`src/lsu_pkg.sv`:
```
package lsu_pkg;

    // ========================================
    // Widths and sizes
    // ========================================

    // A data word and a byte address share the same 32-bit width
    typedef logic [31:0] data_word_t;

    // Number of entries in the store buffer by default
    // The buffer indexes entries with wrapping pointers, so this must be a power of two
    localparam int unsigned DEFAULT_SB_DEPTH = 4;

    // ========================================
    // Store width encoding
    // ========================================

    // Size of the access carried by a store request
    typedef enum logic [1:0] {
        STORE_BYTE = 2'b00,
        STORE_HALF = 2'b01,
        STORE_WORD = 2'b10
    } store_width_t;

    // ========================================
    // Data and entry formats
    // ========================================

    // The same 32 bits seen either as one word or as four byte lanes
    // Lane 0 holds the byte at the lowest address of the word
    typedef union packed {
        data_word_t      word;
        logic [3:0][7:0] bytes;
    } store_data_u;

    // A store as it arrives from the execution unit
    // The data sits in the low bits for byte and half accesses
    typedef struct packed {
        data_word_t   address;
        data_word_t   data;
        store_width_t width;
    } store_req_t;

    // A formatted store with its data already placed in the addressed lanes
    // This is also the content of one store buffer entry
    typedef struct packed {
        logic [29:0] word_addr;
        store_data_u data;
        logic [3:0]  strobe;
    } store_entry_t;

    // One write toward memory
    // The address is word aligned and the strobe selects the bytes written
    typedef struct packed {
        data_word_t address;
        data_word_t data;
        logic [3:0] strobe;
    } mem_write_t;

endpackage : lsu_pkg

```
`src/store_buffer.sv`:
```
`timescale 1ns/10ps

module store_buffer import lsu_pkg::*; #(
    parameter int unsigned SB_DEPTH = DEFAULT_SB_DEPTH
) (
    input  logic         clk_i,
    input  logic         rst_n_i,
    input  logic         flush_i,
    input  logic         push_i,
    input  store_entry_t entry_i,
    input  logic         commit_i,
    input  logic         pop_i,
    output logic         full_o,
    output logic         head_valid_o,
    output store_entry_t head_entry_o,
    input  data_word_t   fwd_addr_i,
    output logic         fwd_hit_o,
    output data_word_t   fwd_data_o,
    output logic [3:0]   fwd_strobe_o
);

    // Pointer width and a counter one bit wider so that a full buffer is representable
    localparam int unsigned PTR_W = $clog2(SB_DEPTH);
    localparam int unsigned CNT_W = PTR_W + 1;

    localparam logic [CNT_W-1:0] CNT_FULL   = CNT_W'(SB_DEPTH);
    localparam logic [CNT_W-1:0] CNT_ALMOST = CNT_W'(SB_DEPTH - 1);

    // Entry storage, a plain register array without reset
    store_entry_t sb_mem [SB_DEPTH];

    // Pointers walk the ring in the order pop, commit, push
    logic [PTR_W-1:0] push_ptr;
    logic [PTR_W-1:0] commit_ptr;
    logic [PTR_W-1:0] pop_ptr;

    // All live entries, the committed part of them and the rest
    logic [CNT_W-1:0] count;
    logic [CNT_W-1:0] cmt_count;
    logic [CNT_W-1:0] uncmt_count;

    logic             merge_hit;
    logic [PTR_W-1:0] merge_idx;
    logic             alloc;
    logic             merge_fire;
    logic             commit_fire;
    logic             pop_fire;

    // ========================================
    // Merge search
    // ========================================

    // Scans the uncommitted entries from oldest to youngest
    // The last match found is the youngest one and becomes the merge target
    always_comb begin : merge_search
        logic [PTR_W-1:0] scan_idx;

        merge_hit = 1'b0;
        merge_idx = push_ptr;

        for (int k = 0; k < SB_DEPTH; k++) begin
            scan_idx = commit_ptr + PTR_W'(k);

            if ((CNT_W'(k) < uncmt_count) && (sb_mem[scan_idx].word_addr == entry_i.word_addr)) begin
                merge_hit = 1'b1;
                merge_idx = scan_idx;
            end
        end
    end : merge_search

    // ========================================
    // Pointer and counter control
    // ========================================

    assign uncmt_count = count - cmt_count;

    // A flush beats a push, so neither a merge nor an allocation happens then
    assign merge_fire = push_i && !flush_i && merge_hit;
    assign alloc      = push_i && !flush_i && !merge_hit && (count != CNT_FULL);

    // A commit may land on the entry allocated in the same cycle
    assign commit_fire = commit_i && ((uncmt_count != '0) || alloc);

    // Only a committed head can leave the buffer
    assign pop_fire = pop_i && (cmt_count != '0);

    always_ff @(posedge clk_i) begin : control_register
        if (!rst_n_i) begin
            push_ptr   <= '0;
            commit_ptr <= '0;
            pop_ptr    <= '0;
            count      <= '0;
            cmt_count  <= '0;
        end else begin
            commit_ptr <= commit_ptr + PTR_W'(commit_fire);
            pop_ptr    <= pop_ptr + PTR_W'(pop_fire);
            cmt_count  <= cmt_count + CNT_W'(commit_fire) - CNT_W'(pop_fire);

            if (flush_i) begin
                // Everything past the commit pointer is dropped
                push_ptr <= commit_ptr + PTR_W'(commit_fire);
                count    <= cmt_count + CNT_W'(commit_fire) - CNT_W'(pop_fire);
            end else begin
                push_ptr <= push_ptr + PTR_W'(alloc);
                count    <= count + CNT_W'(alloc) - CNT_W'(pop_fire);
            end
        end
    end : control_register

    // ========================================
    // Entry writes
    // ========================================

    // A new store fills the slot at the push pointer
    // A merged store overwrites only its strobed lanes and widens the strobe
    always_ff @(posedge clk_i) begin : entry_write
        if (alloc) begin
            sb_mem[push_ptr] <= entry_i;
        end else if (merge_fire) begin
            for (int b = 0; b < 4; b++) begin
                if (entry_i.strobe[b]) begin
                    sb_mem[merge_idx].data.bytes[b] <= entry_i.data.bytes[b];
                end
            end

            sb_mem[merge_idx].strobe <= sb_mem[merge_idx].strobe | entry_i.strobe;
        end
    end : entry_write

    // ========================================
    // Status and head
    // ========================================

    // The stage before holds one more store, so full also rises when that store
    // would take the last free slot
    assign full_o = (count == CNT_FULL) || ((count == CNT_ALMOST) && push_i);

    assign head_valid_o = (cmt_count != '0);
    assign head_entry_o = sb_mem[pop_ptr];

    // ========================================
    // Load forwarding
    // ========================================

    // Every live entry takes part, committed or not, and the youngest match wins
    always_comb begin : forward_search
        logic [PTR_W-1:0] scan_idx;

        fwd_hit_o    = 1'b0;
        fwd_data_o   = '0;
        fwd_strobe_o = '0;

        for (int k = 0; k < SB_DEPTH; k++) begin
            scan_idx = pop_ptr + PTR_W'(k);

            if ((CNT_W'(k) < count) && (sb_mem[scan_idx].word_addr == fwd_addr_i[31:2])) begin
                fwd_hit_o    = 1'b1;
                fwd_data_o   = sb_mem[scan_idx].data.word;
                fwd_strobe_o = sb_mem[scan_idx].strobe;
            end
        end
    end : forward_search

endmodule : store_buffer

```
`src/store_drain.sv`:
```
`timescale 1ns/10ps

module store_drain import lsu_pkg::*; (
    input  logic         clk_i,
    input  logic         rst_n_i,
    input  logic         head_valid_i,
    input  store_entry_t head_entry_i,
    input  logic         mem_ack_i,
    output logic         pop_o,
    output logic         mem_req_o,
    output mem_write_t   mem_write_o
);

    // Start and end of one memory write
    logic       req_start;
    logic       req_done;

    // The head entry already in memory write format
    mem_write_t next_write;

    // ========================================
    // Request control
    // ========================================

    // A new request starts only while no request is open
    // In the acknowledge cycle the request is still open, so the popped head
    // is never requested twice
    assign req_start = !mem_req_o && head_valid_i;

    // An acknowledge outside of a request is ignored
    assign req_done = mem_req_o && mem_ack_i;

    // The buffer drops its head in the same cycle as the acknowledge
    assign pop_o = req_done;

    // The request level rises one edge after a committed head shows up
    // and falls at the acknowledge edge
    always_ff @(posedge clk_i) begin : request_register
        if (!rst_n_i) begin
            mem_req_o <= 1'b0;
        end else if (req_done) begin
            mem_req_o <= 1'b0;
        end else if (req_start) begin
            mem_req_o <= 1'b1;
        end
    end : request_register

    // ========================================
    // Write payload
    // ========================================

    // Rebuild the byte address from the word address
    always_comb begin : write_format
        next_write.address = {head_entry_i.word_addr, 2'b00};
        next_write.data    = head_entry_i.data.word;
        next_write.strobe  = head_entry_i.strobe;
    end : write_format

    // Captured once per request and held stable until the acknowledge
    always_ff @(posedge clk_i) begin : write_register
        if (req_start) begin
            mem_write_o <= next_write;
        end
    end : write_register

endmodule : store_drain

```
`src/store_format.sv`:
```
`timescale 1ns/10ps

module store_format import lsu_pkg::*; (
    input  logic         clk_i,
    input  logic         rst_n_i,
    input  logic         flush_i,
    input  logic         store_valid_i,
    input  store_req_t   store_req_i,
    output logic         push_o,
    output store_entry_t entry_o
);

    // Data replicated into the lanes and the matching byte strobe
    store_data_u fmt_data;
    logic [3:0]  fmt_strobe;

    // ========================================
    // Lane placement and byte strobe
    // ========================================

    // Every lane receives a copy of the store data so that the strobe alone
    // decides which bytes reach memory
    // The low address bits only pick the strobe, misaligned stores never occur
    always_comb begin : lane_format
        fmt_data.word = store_req_i.data;
        fmt_strobe    = 4'b0000;

        case (store_req_i.width)
            STORE_BYTE: begin
                // The low byte goes into all four lanes
                for (int b = 0; b < 4; b++) begin
                    fmt_data.bytes[b] = store_req_i.data[7:0];
                end

                // One lane selected by both low address bits
                fmt_strobe = 4'b0001 << store_req_i.address[1:0];
            end

            STORE_HALF: begin
                // The low half goes into both half lanes
                fmt_data.bytes[0] = store_req_i.data[7:0];
                fmt_data.bytes[1] = store_req_i.data[15:8];
                fmt_data.bytes[2] = store_req_i.data[7:0];
                fmt_data.bytes[3] = store_req_i.data[15:8];

                // Address bit 1 picks the upper or lower half of the word
                if (store_req_i.address[1]) begin
                    fmt_strobe = 4'b1100;
                end else begin
                    fmt_strobe = 4'b0011;
                end
            end

            STORE_WORD: begin
                // The whole word is written as it is
                fmt_data.word = store_req_i.data;
                fmt_strobe    = 4'b1111;
            end

            default: begin
                // An unknown width writes no byte at all
                fmt_data.word = store_req_i.data;
                fmt_strobe    = 4'b0000;
            end
        endcase
    end : lane_format

    // ========================================
    // Stage register
    // ========================================

    // The push strobe is control state and is cleared by reset
    // A flush kills the store held here as well as one arriving in the same cycle
    always_ff @(posedge clk_i) begin : push_register
        if (!rst_n_i) begin
            push_o <= 1'b0;
        end else if (flush_i) begin
            push_o <= 1'b0;
        end else begin
            push_o <= store_valid_i;
        end
    end : push_register

    // Payload of the entry, loaded only when a store is accepted
    always_ff @(posedge clk_i) begin : entry_register
        if (store_valid_i) begin
            entry_o.word_addr <= store_req_i.address[31:2];
            entry_o.data      <= fmt_data;
            entry_o.strobe    <= fmt_strobe;
        end
    end : entry_register

endmodule : store_format

```
`src/store_path_top.sv`:
```
`timescale 1ns/10ps

module store_path_top import lsu_pkg::*; #(
    parameter int unsigned SB_DEPTH = DEFAULT_SB_DEPTH
) (
    input  logic       clk_i,
    input  logic       rst_n_i,
    input  logic       store_valid_i,
    input  store_req_t store_req_i,
    output logic       store_full_o,
    input  logic       commit_i,
    input  logic       flush_i,
    input  data_word_t fwd_addr_i,
    output logic       fwd_hit_o,
    output data_word_t fwd_data_o,
    output logic [3:0] fwd_strobe_o,
    output logic       mem_req_o,
    output mem_write_t mem_write_o,
    input  logic       mem_ack_i
);

    // Format stage to buffer
    logic         push;
    store_entry_t entry;

    // Buffer to drain stage and the pop returned by it
    logic         head_valid;
    store_entry_t head_entry;
    logic         pop;

    // Aligns the store data and builds the byte strobe
    store_format u_format (
        .clk_i         (clk_i),
        .rst_n_i       (rst_n_i),
        .flush_i       (flush_i),
        .store_valid_i (store_valid_i),
        .store_req_i   (store_req_i),
        .push_o        (push),
        .entry_o       (entry)
    );

    // Holds the stores until commit and forwards to loads
    store_buffer #(
        .SB_DEPTH (SB_DEPTH)
    ) u_buffer (
        .clk_i        (clk_i),
        .rst_n_i      (rst_n_i),
        .flush_i      (flush_i),
        .push_i       (push),
        .entry_i      (entry),
        .commit_i     (commit_i),
        .pop_i        (pop),
        .full_o       (store_full_o),
        .head_valid_o (head_valid),
        .head_entry_o (head_entry),
        .fwd_addr_i   (fwd_addr_i),
        .fwd_hit_o    (fwd_hit_o),
        .fwd_data_o   (fwd_data_o),
        .fwd_strobe_o (fwd_strobe_o)
    );

    // Writes committed entries to memory one at a time
    store_drain u_drain (
        .clk_i        (clk_i),
        .rst_n_i      (rst_n_i),
        .head_valid_i (head_valid),
        .head_entry_i (head_entry),
        .mem_ack_i    (mem_ack_i),
        .pop_o        (pop),
        .mem_req_o    (mem_req_o),
        .mem_write_o  (mem_write_o)
    );

endmodule : store_path_top

```
`config.mk`:
```
export PLATFORM = sky130hd
export DESIGN_NAME = store_path_top
export DESIGN_NICKNAME = d
export VERILOG_FILES = /design/src/lsu_pkg.sv /design/src/store_buffer.sv /design/src/store_drain.sv /design/src/store_format.sv /design/src/store_path_top.sv
export SDC_FILE = /design/constraint.sdc
export NUM_CORES = 1
export LEC_CHECK = 0
export BUFFER_PORTS_ARGS = -buffer_cell sky130_fd_sc_hd__buf_2
export CELL_PAD_IN_SITES_DETAIL_PLACEMENT = 1
export CELL_PAD_IN_SITES_GLOBAL_PLACEMENT = 1
export CORE_ASPECT_RATIO = 0.8
export CORE_MARGIN = 8
export CORE_UTILIZATION = 46
export DETAILED_ROUTE_END_ITERATION = 7
export GPL_TIMING_DRIVEN = 0
export HOLD_SLACK_MARGIN = 0.1
export PLACE_DENSITY_LB_ADDON = 0.1
export SKIP_CTS_REPAIR_TIMING = 1
export SLEW_MARGIN = 20
export SYNTH_ARGS = -nofsm -noshare
export SYNTH_HDL_FRONTEND = slang
export SYNTH_SLANG_ARGS = --single-unit
```
`constraint.sdc`:
```
create_clock -name clk_i -period 9.8 [get_ports clk_i]
set_input_delay 0.98 -clock clk_i [delete_from_list [all_inputs] [get_ports clk_i]]
set_output_delay 0.98 -clock clk_i [all_outputs]
set_load 0.03 [all_outputs]
```
==> impl_metrics.json <==
{
  "gp_congestion": 0.994,
  "synth_top_area_cell": "edfxtp_1",
  "crit_arrival_ns": 6.51,
  "port_buffers": 197,
  "synth_cell_types": 80,
  "post-route-min-period_ns": 7.49,
  "rsz0062_at_grt": "no",
  "relSlewSlack": 0.199,
  "coreArea_um2": 57800,
  "start_util": 0.463,
  "crit_slowest_cell": "nand4_1",
  "drv_slew": 0,
  "worstMarginPinSlew_ns": 1.19,
  "num_rows": 79,
  "drt_first_pass_iters": 6,
  "grt_usage": 0.328,
  "finalHoldViolations": 0,
  "clock_latency_ns": 0.60,
  "synth_area_um2": 26800,
  "register_area_um2": 12200,
  "fmax_ghz": 0.133,
  "fin_nets": 2485,
  "outcome": "finished, final reports clean",
  "yosysWarnings": 0,
  "path_max_fanout": 10,
  "critical_path.max_stage_delay_ns": 0.86,
  "design_area_um2": 30500,
  "vias_per_cell": 6.81,
  "place_hpwl_um": 85500,
  "vdd_drop_max_uv": 210,
  "cts_tree": "done",
  "multi_input_area_um2": 13600,
  "synth_async_sr_flop_share": 0,
  "power.density_nw_per_um2": 216,
  "postPlaceCellArea_um2": 28900,
  "crit_buf_inv": 6,
  "root_buffer": "clkbuf_16",
  "timing.final.crit_share": 0.765,
  "synth_edf_count": 396,
  "vias": 21619,
  "num-fill-cells": 5856,
  "crit_path_end_kind": "output port",
  "ys_seq_elements": 410,
  "post-route-util": 0.527,
  "drt_iter0_markers": 3145,
  "finalClockSkew_ns": 0.0244,
  "syn_area_per_cell_um2": 12.6,
  "netlist_top_cells_area": "edfxtp_1 44%, mux4_2 16%, xnor2_1 5.9%, mux2i_1 5.8%, mux2_2 3.8%",
  "drt-wirelength-per-cell_um": 35.3,
  "grt_pass1_vias": 21181,
  "cellLeakagePower_nw": 10.0,
  "io_pins": 211,
  "synthTopCellsByCount": "396 x edfxtp_1, 225 x nor2_1, 187 x mux4_2",
  "gr-total-overflow": 0,
  "cts_max_level": 2,
  "post-synth-top-count-cell": "edfxtp_1",
  "required_ns": 8.82,
  "fin_tns_setup_ns": 0,
  "syn_to_final_growth_pct": 13.8,
  "critical-path-top-delay-family": "buffers and inverters",
  "cts_buffers": 45,
  "max_cap_violations": 0,
  "setup_viol": 0,
  "hp-class": "reg -> reg",
  "antenna_found_initial": 5,
  "crit_chain": "buf_2, buf_2, clkbuf_1, clkbuf_1, mux4_2, xnor2_1, nand4_1, nor4_1, nand4_1, clkbuf_1, a31oi_1, nand2_1, o21ai_0, buf_2",
  "critPathLaunchType": "register",
  "die_h_um": 232,
  "clkTransAtPathRegs_ns": 0.06,
  "synth_flop_cell": "edfxtp_1",
  "grt_pass1_wl_um": 157000,
  "critical_path_class": "reg -> out",
  "drive_gt1_frac": 0.263,
  "seq_area_frac_synth": 0.455,
  "remaining_drc_errors": 0,
  "syn_inst": 2116,
  "drt-total-wl_um": 112000,
  "ant_nets": 0,
  "clock_path_buffers": 3,
  "synthDominantCellAreaShare": 0.444,
  "die_x_um": 286,
  "cts_sinks": 410,
  "grt_max_degree": 36,
  "die_area_um2": 66200
}
[per-stage QoR]
stage	hold WS (ns)	std cells	power (mW)	setup WS [ns]
6_report	0.501	3175	6.59	2.31
5_1_grt	0.502	3174	6.77	2.30
4_1_cts	0.494	3173	6.57	2.47
3_5_place_dp	0.482	3090	4.77	3.14
3_3_place_gp	0.462	3083	4.73	2.27
2_1_floorplan	0.459	2117	3.97	5.07
[power breakdown]
part | internal, mW | total, mW | switching (mW)
registers | 2.19 | 2.30 | 0.111
logic | 0.937 | 2.50 | 1.57
clock network | 1.03 | 1.79 | 0.762
[worst paths after layout]
kind | startpoint | end | slack [ns] | cells after the start
worst min-delay path | u_format.entry_o[19] | u_buffer.sb_mem[1][19] | 0.50 | 0
worst max register to register | u_buffer.commit_ptr[1] | u_buffer.sb_mem[1][10] | 3.67 | 12
worst max-delay path | u_buffer.pop_ptr[1] | fwd_data_o[31] | 2.31 | 14
worst min register to register | u_format.entry_o[19] | u_buffer.sb_mem[1][19] | 0.50 | 0
[logic make-up after synthesis]
kind of cell,after synthesis,share of synthesized area
and+or+nand+nor,483,0.0852
muxes,440,0.260
DFF,410,0.455
AOI/OAI and AO/OA,317,0.0744
xor gates and xnor gates,245,0.0818
buffers and inverters,207,0.0368
adders and majority gates,13,0.00692
other,1,0.000140
[worst register-to-register path, delay by kind of cell (launching register included)]
| kind | cells | cell delay [ns] |
|---|---|---|
| buf+inv | 5 | 1.65 |
| flops | 1 | 0.33 |
| simple gates | 4 | 2.59 |
| compound gates | 3 | 1.16 |
[layer usage]
metal  routed length, um  part of all wire  track usage  vias up
li1                    -                 -            -     8678
met1               49000              0.44        0.497    11192
met2               44500              0.40        0.440     1582
met3               16000              0.14        0.121      161
met4                2250             0.020       0.0715        6
met5                 203            0.0018       0.0191        -
[final cells by class]
class                           count  area share
Antenna cell                        2    0.000164
Buffer                            181      0.0292
Multi-Input combinational cell   1500       0.448
Clock inverter                     33      0.0123
Sequential cell                   410       0.400
Timing Repair Buffer              204      0.0375
Clock buffer                       50      0.0383
Tap cell                          769      0.0316
Inverter                           26     0.00320
[cells in the final DEF (no fill, tap or decap), types with 21 or more instances in the layout]
cell type,count
a21oi_1,131
nor4_1,21
mux4_2,187
a31oi_1,38
inv_1,24
xor2_1,61
mux2i_1,156
nand2_1,65
a211o_1,37
and2_1,35
o21ai_0,54
buf_2,231
xnor2_1,179
mux2_2,90
edfxtp_1,396
clkbuf_1,97
nand4_1,50
nand3_1,45
clkbuf_16,46
nor2_1,220
buf_1,28
[sequential cells by signal, indices dropped and copies added, names as in the netlist]
register,count
u_buffer.sb_mem,264
u_drain.mem_write_o,66
u_format.entry_o,66
u_buffer.cmt_count,3
u_buffer.count,3
u_buffer.commit_ptr,2
u_buffer.pop_ptr,2
u_buffer.push_ptr,2
u_drain.mem_req_o,1
u_format.push_o,1
(Power assumes the default switching activity.)
